File: src/hdl/sys1_pkg.sv
// System 1 main board shared types, bus bundles and fixed address constants
`default_nettype none

package sys1_pkg;

	// Widths with a meaning on the board
	typedef logic [7:0] byte_t;
	typedef logic [15:0] cpu_addr_t;
	typedef logic [17:0] dl_addr_t;

	// CPU bus, address and write data plus the level controls
	typedef struct packed {
		cpu_addr_t addr;
		byte_t dout;
		logic mreq;
		logic iorq;
		logic rd;
		logic wr;
	} cpu_bus_t;

	// Region selects from the bus decoder
	typedef struct packed {
		logic vid;
		logic vidm;
		logic port;
		logic ram;
		logic rom0;
		logic rom1;
		logic sreq;
	} bus_sel_t;

	// Player inputs and DIP switches
	typedef struct packed {
		byte_t inp0;
		byte_t inp1;
		byte_t inp2;
		byte_t dsw0;
		byte_t dsw1;
	} inputs_t;

	// Low I/O addresses, each register is mirrored at two places
	localparam byte_t IO_SREQ_A = 8'h14;
	localparam byte_t IO_SREQ_B = 8'h18;
	localparam byte_t IO_VIDM_A = 8'h15;
	localparam byte_t IO_VIDM_B = 8'h19;

	// Banked ROM window in the download address space
	localparam dl_addr_t DL_ROM1_BASE = 18'h08000;
	localparam dl_addr_t DL_ROM1_SIZE = 18'h04000;

endpackage

`default_nettype wire

File: src/hdl/main_bus_decoder.sv
// Main CPU bus decoder, CPU clock enable divider, region selects and write strobes
`timescale 1ns/10ps
`default_nettype none

module main_bus_decoder #(
	parameter int CE_DIV_LOG2 = 4,
	parameter int RAM_AW = 12
) (
	input wire CLK48M,
	input wire RESET,
	input wire sys1_pkg::cpu_bus_t cpu_bus,
	input wire vid_cs,
	output logic cpu_ce,
	output sys1_pkg::bus_sel_t sel,
	output logic ram_we,
	output logic vidm_we,
	output logic sreq_we,
	output logic cpu_wr_out
);

	import sys1_pkg::*;

	// Work RAM sits at 0xC000, its size follows RAM_AW
	localparam cpu_addr_t RAM_BASE = 16'hC000;

	logic [CE_DIV_LOG2-1:0] ce_cnt;
	byte_t io_addr;
	logic cpu_wr_ok;

	// Free running divider, one enable at the end of each count
	always_ff @(posedge CLK48M or posedge RESET) begin
		if (RESET) begin
			ce_cnt <= '0;
			cpu_ce <= 1'b0;
		end else begin
			ce_cnt <= ce_cnt + 1'b1;
			cpu_ce <= &ce_cnt;
		end
	end

	assign io_addr = cpu_bus.addr[7:0];

	// Memory and I/O regions
	always_comb begin
		sel.vid = vid_cs;
		sel.vidm = cpu_bus.iorq & ((io_addr == IO_VIDM_A) | (io_addr == IO_VIDM_B));
		sel.sreq = cpu_bus.iorq & ((io_addr == IO_SREQ_A) | (io_addr == IO_SREQ_B));
		// Port mux does the fine decode
		sel.port = cpu_bus.iorq & cpu_bus.rd;
		sel.rom0 = cpu_bus.mreq & (cpu_bus.addr[15] == 1'b0);
		sel.rom1 = cpu_bus.mreq & (cpu_bus.addr[15:14] == 2'b10);
		sel.ram = cpu_bus.mreq & (cpu_bus.addr[15:RAM_AW] == RAM_BASE[15:RAM_AW]);
	end

	// Memory write qualifier for the board
	assign cpu_wr_out = cpu_bus.wr & cpu_bus.mreq;

	// A write lands only on the enable edge
	assign cpu_wr_ok = cpu_bus.wr & cpu_ce;

	assign ram_we = cpu_wr_ok & sel.ram;
	assign vidm_we = cpu_wr_ok & sel.vidm;
	assign sreq_we = cpu_wr_ok & sel.sreq;

endmodule

`default_nettype wire

File: config.mk
export PLATFORM = sky130hd
export DESIGN_NAME = main_bus_decoder
export DESIGN_NICKNAME = d
export VERILOG_FILES = /design/src/hdl/sys1_pkg.sv /design/src/hdl/main_bus_decoder.sv
export SDC_FILE = /design/constraint.sdc
export NUM_CORES = 1
export LEC_CHECK = 0
export ABC_AREA = 1
export BUFFER_PORTS_ARGS = -buffer_cell sky130_fd_sc_hd__clkbuf_2
export CAP_MARGIN = 20
export CORE_AREA = 5 5 42 44
export CTS_CLUSTER_DIAMETER = 200
export DETAILED_ROUTE_END_ITERATION = 7
export DIE_AREA = 0 0 47 49
export PLACE_DENSITY = 0.66
export SLEW_MARGIN = 20
export SYNTH_ARGS = -nofsm -noshare
export SYNTH_HDL_FRONTEND = slang
export SYNTH_SLANG_ARGS = --single-unit
File: constraint.sdc
create_clock -name CLK48M -period 1.2 [get_ports CLK48M]
set_input_delay 0.06 -clock CLK48M [delete_from_list [all_inputs] [get_ports CLK48M]]
set_output_delay 0.06 -clock CLK48M [all_outputs]
set_load 0.01 [all_outputs]
==> metrics.md, run 1 <==
| Metric | Value |
|---|---|
| Die Ht | `about 49 um` |
| Slew Viols, Final | `0` |
| First-pass GRT wire length | `about 1200 um` |
| CP endpoint | `vidm_we` |
| Clock power frac | `a little over two fifths` |
| Filler cells | `159` |
| Distinct cells, synth | `10` |
| Vias in the first global route | `between 300 and 400` |
| Post-synth EDFFs | `0` |
| HPWL Detailed | `~680 um` |
| Min cycle time layout | `between 0.9 and 1 ns` |
| Chip Width | `~47 um` |
| Die area | `approximately 2300 um^2` |
| Startpoint types | `flip-flop` |
| Post-CTS Setup Bufs | `0` |
| Max cap viols | `0` |
| RSZ-0062 raised after global routing | `no` |
| Switching pwr | `about 0.000096 W` |
| Largest net degree at the start of global routing | `6` |
| Period utilisation layout | `between 80% and 90%` |
| Worst EP required | `1.14 ns` |
| RR Endpoint | `ce_cnt[2]` |
| Sequential group share of total power | `between 30% and 40%` |
| Min-delay worst type | `primary input to primary output` |
| Syn nets | `83` |
| R2R Path Start | `ce_cnt[0]` |
| Slew HR | `between 80% and 90%` |
| Internal cell power | `between 0.0003 and 0.0004 W` |
| P_leak | `0.3702 nW` |
| Synthesis-to-finish area growth | `56.55%` |
| CTS tree | `yes` |
| Sequential area share after synthesis | `about 37%` |
| Total global routing overflow | `0` |
| # rows | `14` |
| Core Region | `roughly 1400 um^2` |
| Worst setup path startpoint | `cpu_ce` |
| PostCTS Resize Cnt | `0` |
| Starting Density | `between 20% and 30%` |
| Post-place setup slack | `0.3192 ns` |
| Clock Sink Count | `5` |
| Yosys reg bits | `5` |
| Post-synth top area share | `roughly 37%` |
| WP data arrival | `~0.90 ns` |
| Comb pwr share | `16.3%` |
| Post-synthesis cell area | `approximately 330 um^2` |
| Crit Path Category | `flip-flop to primary output` |
| PortBufs | `28` |
| Final WS setup | `between 0.2 and 0.25 ns` |
| Drt first pass iters | `4` |
| Hold bufs inserted after CTS | `1` |
| ANT nets after route | `0` |
| Switching share of power | `between 20% and 30%` |
| Final hold slack | `0.1201 ns` |
| Vias per inst | `between 3 and 4` |
| Wire per inst | `7.747 um` |
| Synth Instances | `51` |
| Clock slew seen by the registers of the worst setup and hold paths | `approximately 0.040 ns` |
| Nets | `between 100 and 150` |
| Worst reg2reg setup slack | `about 0.31 ns` |
| H-Tree Level Count | `1` |
| Wirelength, routed | `between 700 and 800 um` |
| Clock Skews | `between 0.002 and 0.003 ns` |
| Clock root cell | `clkbuf_4` |
| Clock buffer count from CTS | `3` |
| Commonest cells in the netlist | `inv_1, nand2_1, nor2_1` |
| Placer Congestion | `~0.58` |
| Number of antenna violations at the first check in global routing | `0` |
| Ant. Diodes | `0` |
| Mean Syn Cell Area | `between 6 and 7 um^2` |
| Setup_tns | `0 ns` |
| Top-count cell post-synth | `inv_1` |
| Skew-Pair Late Insertion Delay | `approximately 0.24 ns` |
| F_max | `1040 MHz` |
| Finish-stage setup viols | `0` |
| Total power | `about 0.00043 W` |
| Async S/R FF share, synth | `100.0%` |
| CP Capture Type | `primary output` |
| Final core occ | `between 30% and 40%` |
| Clock buffer depth | `2` |
| Starting DRT DRC Count | `6` |
| Yosys warning total | `0` |
| Final Hold Viols | `0` |
| Synth Flop Type | `dfrtp_1` |
| Io pins | `43` |
| Power Density | `between 800 and 900 nW/um^2` |
| Max VDD drop | `about 0.56 mV` |
| Synth top area cells | `dfrtp_1, inv_1, nand2_1` |
| Worst Tran Pin Value | `about 0.19 ns` |
| Total GRT Usage | `under 10%` |
| Status | `completed` |
| Critical path peak fanout | `3` |
| Area leader, netlist | `dfrtp_1` |
| Drt drc | `0` |
| Layout cell share with drive strength beyond 1 | `between 30 and 40%` |
| DR vias | `378` |
| R2R depth | `2` |
routing by layer:
layer,track usage [%],wire (um)
met2,11.31,334
met1,6.904,308
met3,5.535,124
met4,2.765,0
met5,0,0
state kept, by name (all words and copies together) (netlist names):
signal	count
ce_cnt	4
cpu_ce	1
placed cells by master (no fill, tap or decap):
cell           instances
nor2_1                 8
nor3_2                 1
ha_1                   1
clkbuf_4               3
dfrtp_1                5
inv_1                 17
nor2_2                 1
nand2_1               11
clkbuf_2              28
xor2_1                 2
clkbuf_1               1
nand3_1                4
dlygate4sd3_1          1
how the worst min path moves through the flow:
stage          startpoint        end  slack [ns]  cells after the start
6_report           vid_cs     sel[6]        0.12                      0
4_1_cts            vid_cs     sel[6]        0.12                      0
3_3_place_gp        RESET  ce_cnt[0]       -0.06                      2
3_5_place_dp        RESET  ce_cnt[1]       -0.06                      2
2_1_floorplan       RESET  ce_cnt[0]       -0.16                      1
5_1_grt            vid_cs     sel[6]        0.12                      0
critical path: stages, from the launching register on:
cell and delay [ns]:
dfrtp_1 0.34, nand2_1 0.09, nor2_1 0.11, clkbuf_2 0.13
logic make-up after synthesis:
| kind of cell | Yosys count | synth area share [%] |
|---|---|---|
| adders and majority gates | 1 | 3.745 |
| buffers and inverters | 18 | 21.35 |
| DFF | 5 | 37.45 |
| xor gates and xnor gates | 2 | 5.244 |
| and+or+nand+nor | 25 | 32.21 |
cell type report:
type / count / area [um^2] / area share (%)
tap: 16 / 20.02 / 3.828
multi-input combinational: 28 / 137.6 / 26.32
timing repair buffer: 29 / 150.1 / 28.71
sequential: 5 / 125.1 / 23.92
clock buffer: 4 / 26.28 / 5.024
inverter: 17 / 63.81 / 12.20
metrics by stage:
stage,area [um^2],std cells
3_3_place_gp,486.7,94
3_5_place_dp,486.7,94
2_1_floorplan,334.1,51
6_report,523.0,99
4_1_cts,523.0,99
5_1_grt,523.0,99
power groups by stage:
stage	Sequential, W	Clock, W	Combinational, W
floorplan	0.000172	0	0.0000305
global placement	0.000172	0	0.0000657
detailed placement	0.000172	0	0.0000676
CTS	0.000169	0.000200	0.0000704
global route	0.000169	0.000216	0.0000797
finish	0.000169	0.000187	0.0000693
Note: power is estimated with default switching activity, not from simulation.
==> inputs of run 2 (changes only) <==
==> constraint.sdc (replaced) <==
create_clock -name CLK48M -period 0.91 [get_ports CLK48M]
set_input_delay 0.0455 -clock CLK48M [delete_from_list [all_inputs] [get_ports CLK48M]]
set_output_delay 0.0455 -clock CLK48M [all_outputs]
set_load 0.01 [all_outputs]
==> run 2 against run 1 <==
Compared with the run above: register-to-register slack worse by 0.24 ns; the run now ends with negative setup slack left; largest cell class unchanged; worst hold slack worse by 0.029 ns; critical endpoint is now sreq_we; first-iteration DRC count down 33%; non-clock buffer count up 2; wire length up 5.1%; largest power group unchanged; clock power up 39%; sequential cell count unchanged; sequential share of layout area down 1.2 points; critical path depth unchanged; power up 35%; count of clock-buffer cells in the layout unchanged.
==> metrics.md, run 2 (synthesis results as in run 1) <==
| Metric | Value |
|---|---|
| Vias in the first global route | `332 (-1.2%)` |
| WP data arrival | `0.88 ns (-0.02 ns)` |
| Biggest regs | `ce_cnt x4, cpu_ce x1` |
| Startpoint types | `flip-flop` |
| Crit Path Category | `flip-flop to primary output` |
| P_leak | `0.3838 nW (+3.7%)` |
| Max VDD drop | `0.6627 mV (+18%)` |
| Flip-flop count of the largest register after layout | `4 (unchanged)` |
| Total GRT Usage | `7.133% (-0.081 points)` |
| Final WS setup | `-0.01164 ns (-0.2497 ns)` |
| Commonest non-fill, non-tap cells in the layout | `clkbuf_2, inv_1, nand2_1` |
| Critical path peak fanout | `3 (unchanged)` |
| Switching share of power | `24.22% (+1.7 points)` |
| Clock slew seen by the registers of the worst setup and hold paths | `0.05 ns (about the same)` |
| Min cycle time layout | `0.9216 ns` |
| PortBufs | `28 (unchanged)` |
| Power Density | `1042 nW/um^2 (+28%)` |
| Cell Area, Placed | `494.2 um^2 (+1.5%)` |
| Clock Sink Count | `5 (unchanged)` |
| Slew Viols, Final | `0 (unchanged)` |
| Clock buffer count from CTS | `3 (unchanged)` |
| Final Hold Viols | `0 (unchanged)` |
| Starting Density | `23.84% (unchanged)` |
| Internal cell power | `0.0004355 W (+32%)` |
| # rows | `14 (unchanged)` |
| Clock Skews | `0.007290 ns (+0.004525 ns)` |
| Sequential group share of total power | `38.8% (-1.0 points)` |
| Ant. Diodes | `0 (unchanged)` |
| Die Ht | `49 um (unchanged)` |
| Number of antenna violations at the first check in global routing | `0 (unchanged)` |
| H-Tree Level Count | `1 (unchanged)` |
| Worst Tran Pin Value | `0.2030 ns (+0.01478 ns)` |
| ANT nets after route | `0 (unchanged)` |
| First-pass GRT wire length | `1186 um (unchanged)` |
| Nets | `118 (+1.7%)` |
| Die area | `2303 um^2 (unchanged)` |
| Clock root cell | `clkbuf_4` |
| Clock power frac | `45.1% (+1.2 points)` |
| Slew HR | `86.45% (-0.99 points)` |
| Finish-stage setup viols | `4 (+4)` |
| HPWL Detailed | `705.9 um (+3.7%)` |
| Failing checks | `negative setup slack` |
| CTS tree | `yes` |
| Filler cells | `156 (-1.9%)` |
| Total global routing overflow | `0 (unchanged)` |
| Synthesis-to-finish area growth | `65.17%` |
| Starting DRT DRC Count | `4 (-2)` |
| Drt drc | `0 (unchanged)` |
| Leading cell type in the layout, fill and taps excluded | `clkbuf_2` |
| CP Capture Type | `primary output` |
| Drt first pass iters | `4 (unchanged)` |
| Core Region | `1401 um^2 (unchanged)` |
| Fin area | `551.8 um^2 (+5.5%)` |
| Largest net degree at the start of global routing | `6 (unchanged)` |
| Max cap viols | `0 (unchanged)` |
| Wire per inst | `7.980 um (+3.0%)` |
| DR vias | `392 (+3.7%)` |
| Layout cell share with drive strength beyond 1 | `44.71% (+4.9 points)` |
| Io pins | `43 (unchanged)` |
| Period utilisation layout | `101.3%` |
| Skew-Pair Late Insertion Delay | `0.24 ns (about the same)` |
| Clock buffer depth | `2 (unchanged)` |
| Status | `complete, but fails checks` |
| F_max | `~1100 MHz` |
| Worst EP required | `0.86 ns (-0.28 ns)` |
| RSZ-0062 raised after global routing | `yes` |
| Comb pwr share | `16.1% (-0.2 points)` |
| Vias per inst | `3.881 (+1.7%)` |
| Chip Width | `47 um (unchanged)` |
| Min-delay worst type | `primary input to primary output` |
| Switching pwr | `0.0001392 W (+45%)` |
| Wirelength, routed | `806 um (+5.1%)` |
| Setup_tns | `-0.03429 ns (-0.03429 ns)` |
| Biggest register | `ce_cnt` |
| Placer Congestion | `0.5817 (+0.29%)` |
[run 2: cell count changes in the layout (fill, tap and decap cells not counted)]
cell      change
clkbuf_2      -4
nor2_1        -1
ha_1          -1
buf_2         +3
buf_6         +1
nand2_2       +1
ha_2          +1
buf_4         +2
nand2_1       -1
nor2_2        +1
[run 2: worst paths after layout]
kind,startpoint,end,slack (ns),cells past startpoint
setup / recovery,cpu_ce,sreq_we,-0.01,3
hold / removal,vid_cs,sel[6],0.09,0
setup reg to reg,ce_cnt[0],ce_cnt[2],0.07,2
hold reg to reg,ce_cnt[2],ce_cnt[2],0.48,1
max in group asynchronous,RESET,ce_cnt[0],0.49,3
min in group asynchronous,RESET,ce_cnt[2],0.23,3
[run 2: routing by layer]
layer	track usage, %	part of all wire [%]
met2	11.76	44
met1	6.652	34
met3	5.904	21
met5	0	0
met4	1.382	0
[run 2: repair_timing]
action	in CTS	in global routing
hold endpoints to repair	5	0
resized for setup	1	7
setup buffers	1	0
endpoints found under the setup margin	3	5
hold buffers	1	0
pin swaps	4	0
[run 2: stage by stage]
stage / std cells / worst slack (ns) / util, % / hold slack [ns] / total power (W)
2_1_floorplan: 51 / 0.05183 / - / -0.1760 / 0.0002666
3_3_place_gp: 95 / 0.05710 / 35.27 / -0.07571 / 0.0003131
3_5_place_dp: 95 / 0.04467 / 35.27 / -0.06439 / 0.0003158
4_1_cts: 101 / -0.02474 / 38.57 / 0.09107 / 0.0005892
5_1_grt: 101 / -0.08281 / 39.38 / 0.09106 / 0.0006142
6_report: 101 / -0.01164 / 39.38 / 0.09108 / 0.0005747
[run 2: final cells by class]
type	count	area (um^2)	area share [%]
inverters	17	63.81	11.56
flip-flops and latches	5	125.1	22.68
well taps	16	20.02	3.628
multi-input cells	28	145.1	26.30
clock buffers	4	26.28	4.762
repair buffers	31	171.4	31.07
[run 2: power by group through the flow]
stage | clock network (W) | logic (W) | registers, W
after global placement | 0 | 0.0000867 | 0.000226
after floorplan | 0 | 0.0000402 | 0.000226
after CTS | 0.000273 | 0.0000936 | 0.000223
after detailed placement | 0 | 0.0000894 | 0.000226
final | 0.000259 | 0.0000923 | 0.000223
after global routing | 0.000288 | 0.000104 | 0.000223
[run 2: worst max-delay path, stage by stage, from the launching register on]
cell and delay, ns:
dfrtp_1 0.38, nand2_2 0.08, nor2_1 0.04, buf_2 0.13
==> inputs of run 3 (changes only) <==
--- a/config.mk
+++ b/config.mk
@@ -8,11 +8,13 @@
 export ABC_AREA = 1
 export BUFFER_PORTS_ARGS = -buffer_cell sky130_fd_sc_hd__clkbuf_2
 export CAP_MARGIN = 20
-export CORE_AREA = 5 5 42 44
+export CELL_PAD_IN_SITES_DETAIL_PLACEMENT = 0
+export CELL_PAD_IN_SITES_GLOBAL_PLACEMENT = 2
+export CORE_MARGIN = 5
+export CORE_UTILIZATION = 12
 export CTS_CLUSTER_DIAMETER = 200
 export DETAILED_ROUTE_END_ITERATION = 7
-export DIE_AREA = 0 0 47 49
-export PLACE_DENSITY = 0.66
+export PLACE_DENSITY_LB_ADDON = 0.1
 export SLEW_MARGIN = 20
 export SYNTH_ARGS = -nofsm -noshare
 export SYNTH_HDL_FRONTEND = slang
==> run 3 against run 2 <==
Compared with the run above: the run still ends with negative setup slack left; clock skew is essentially flat; non-clock buffer count shrank 1; final cell count grew 14%; via count shrank 0.26%; combinational power is essentially flat.
==> metrics.md, run 3 (synthesis results as in run 1) <==
| Metric | Value |
|---|---|
| WP data arrival | `0.91 ns (+0.03 ns)` |
| Flip-flop count of the largest register after layout | `4 (unchanged)` |
| Drt first pass iters | `2 (-2)` |
| Hold Startpoint | `vid_cs` |
| Starting DRT DRC Count | `6 (+2)` |
| F_max | `1049 MHz (-3.3%)` |
| Clock buffer count from CTS | `3 (unchanged)` |
| Worst EP required | `0.86 ns (about the same)` |
| Clock power frac | `45.0% (about the same)` |
| P_leak | `0.3768 nW (-1.8%)` |
| Comb pwr share | `16.1% (about the same)` |
| Critical path peak fanout | `3 (unchanged)` |
| Period utilisation layout | `104.7% (+3.5 points)` |
| Clock Sink Count | `5 (unchanged)` |
| Sequential group share of total power | `38.9% (about the same)` |
| Biggest register | `ce_cnt` |
| Worst hold path depth | `0 (unchanged)` |
| RSZ-0062 raised after global routing | `yes` |
| First-pass GRT wire length | `1621 um (+37%)` |
| R2R depth | `2 (unchanged)` |
| Slew Viols, Final | `0 (unchanged)` |
| Total GRT Usage | `5.250% (-1.9 points)` |
| Setup_tns | `-0.1123 ns (-0.07805 ns)` |
| Clock Skews | `0.007177 ns (-0.0001125 ns)` |
| Min-delay worst type | `primary input to primary output` |
| Finish-stage setup viols | `3 (-1)` |
| Layout cell share with drive strength beyond 1 | `44.05% (-0.66 points)` |
| Min cycle time layout | `0.9532 ns (+0.03156 ns)` |
| Wire per inst | `7.983 um (about the same)` |
| Placer Congestion | `0.6294 (+8.2%)` |
| Vias per inst | `3.400 (-12%)` |
| Skew-Pair Late Insertion Delay | `0.24 ns (about the same)` |
| Clock buffer depth | `2 (unchanged)` |
| Max VDD drop | `0.8137 mV (+23%)` |
| Cell Area, Placed | `513.0 um^2 (+3.8%)` |
| Wirelength, routed | `918 um (+14%)` |
| Largest net degree at the start of global routing | `6 (unchanged)` |
| Io pins | `43 (unchanged)` |
| Filler cells | `321 (+110%)` |
| Fin area | `556.8 um^2 (+0.91%)` |
| Synthesis-to-finish area growth | `66.67%` |
| WHS Endpoint | `sel[6]` |
| Internal cell power | `0.0004354 W (about the same)` |
| RR Endpoint | `ce_cnt[2]` |
| Switching pwr | `0.0001380 W (-0.86%)` |
| Final core occ | `20.54% (-19 points)` |
| H-Tree Level Count | `1 (unchanged)` |
| Total global routing overflow | `0 (unchanged)` |
| Die Ht | `62.76 um (+28%)` |
| Starting Density | `12.33% (-12 points)` |
| Seq. cell area | `125.1 um^2 (unchanged)` |
| CTS tree | `yes` |
| DR vias | `391 (-0.26%)` |
| Nets | `117 (-0.85%)` |
| Final Hold Viols | `0 (unchanged)` |
| Final hold slack | `0.09118 ns (+0.00009630 ns)` |
| Worst Tran Pin Value | `0.1984 ns (-0.004522 ns)` |
| Worst reg2reg setup slack | `0.07 ns (about the same)` |
| Max cap viols | `0 (unchanged)` |
| Crit Path Category | `flip-flop to primary output` |
| Slew HR | `86.76% (+0.30 points)` |
| Post-place setup slack | `0.03731 ns (-0.007353 ns)` |
| HPWL Detailed | `843.3 um (+19%)` |
| Multi-input gate area in the final layout | `145.1 um^2 (unchanged)` |
| Die area | `3939 um^2 (+71%)` |
| Power Density | `1030 nW/um^2 (-1.1%)` |
| # rows | `19 (+5)` |
| Core Region | `2710 um^2 (+93%)` |
| Failing checks | `negative setup slack` |
| Commonest non-fill, non-tap cells in the layout | `clkbuf_2, inv_1, nand2_1` |
| Chip Width | `62.76 um (+34%)` |
| Startpoint types | `flip-flop` |
| Switching share of power | `24.06% (-0.16 points)` |
| Biggest regs | `ce_cnt x4, cpu_ce x1` |
| Ant. Diodes | `0 (unchanged)` |
| Number of antenna violations at the first check in global routing | `0 (unchanged)` |
| Leading cell type in the layout, fill and taps excluded | `clkbuf_2` |
| Drt drc | `0 (unchanged)` |
| Clock root cell | `clkbuf_4` |
| R2R Path Start | `ce_cnt[0]` |
| Status | `complete, but fails checks` |
| PortBufs | `28 (unchanged)` |
| CP Capture Type | `primary output` |
| Vias in the first global route | `407 (+23%)` |
| ANT nets after route | `0 (unchanged)` |
| Final WS setup | `-0.04320 ns (-0.03156 ns)` |
| Clock slew seen by the registers of the worst setup and hold paths | `0.05 ns (about the same)` |
[run 3: layout make-up]
cell class                      count  area share (%)
Tap cell                           31           6.966
Sequential cell                     5           22.47
Inverter                           17           11.46
Multi-Input combinational cell     28           26.07
Timing Repair Buffer               30           28.31
Clock buffer                        4           4.719
[run 3: worst max path at each step]
stage / slack, ns / end / startpoint / cells after the start
2_1_floorplan: 0.05 / ce_cnt[2] / ce_cnt[0] / 2
3_3_place_gp: 0.04 / ce_cnt[2] / ce_cnt[0] / 2
3_5_place_dp: 0.04 / ce_cnt[2] / ce_cnt[0] / 2
4_1_cts: -0.07 / sreq_we / cpu_ce / 3
5_1_grt: -0.10 / vidm_we / cpu_ce / 3
6_report: -0.04 / ram_we / cpu_ce / 3
[run 3: worst max-delay path, cell delays in order, from the launching register on]
cell and delay, ns:
dfrtp_1 0.36, nand2_2 0.08, nor2_1 0.09, buf_2 0.13
[run 3: layer usage]
layer | part of all wire [%] | routed length, um | up-vias | GRT usage, %
li1 | - | - | 206 | -
met1 | 39 | 355 | 159 | 4.849
met2 | 45 | 414 | 24 | 8.420
met3 | 15 | 138 | 2 | 4.137
met4 | 0.98 | 9 | 0 | 2.387
met5 | 0 | 0 | - | 0
[run 3: power by group through the flow]
stage	combinational, W	sequential (W)	clock [W]
floorplan	0.0000402	0.000226	0
global placement	0.0000910	0.000226	0
detailed placement	0.0000914	0.000226	0
CTS	0.0000955	0.000223	0.000269
global route	0.000107	0.000223	0.000292
finish	0.0000924	0.000223	0.000258
[run 3: what timing repair did]
item,CTS,global route
buffers inserted,0,0
pin swaps,4,1
hold buffers,1,0
gates resized for setup,1,5
setup endpoints to repair,3,4
gates cloned,0,0
endpoints found under the hold margin,5,0
[run 3: per-stage QoR]
| step | total power (W) | std cells |
|---|---|---|
| global placement | 0.0003174 | 110 |
| finish | 0.0005734 | 115 |
| global route | 0.0006213 | 115 |
| floorplan | 0.0002666 | 51 |
| CTS | 0.0005879 | 115 |
| detailed placement | 0.0003178 | 110 |
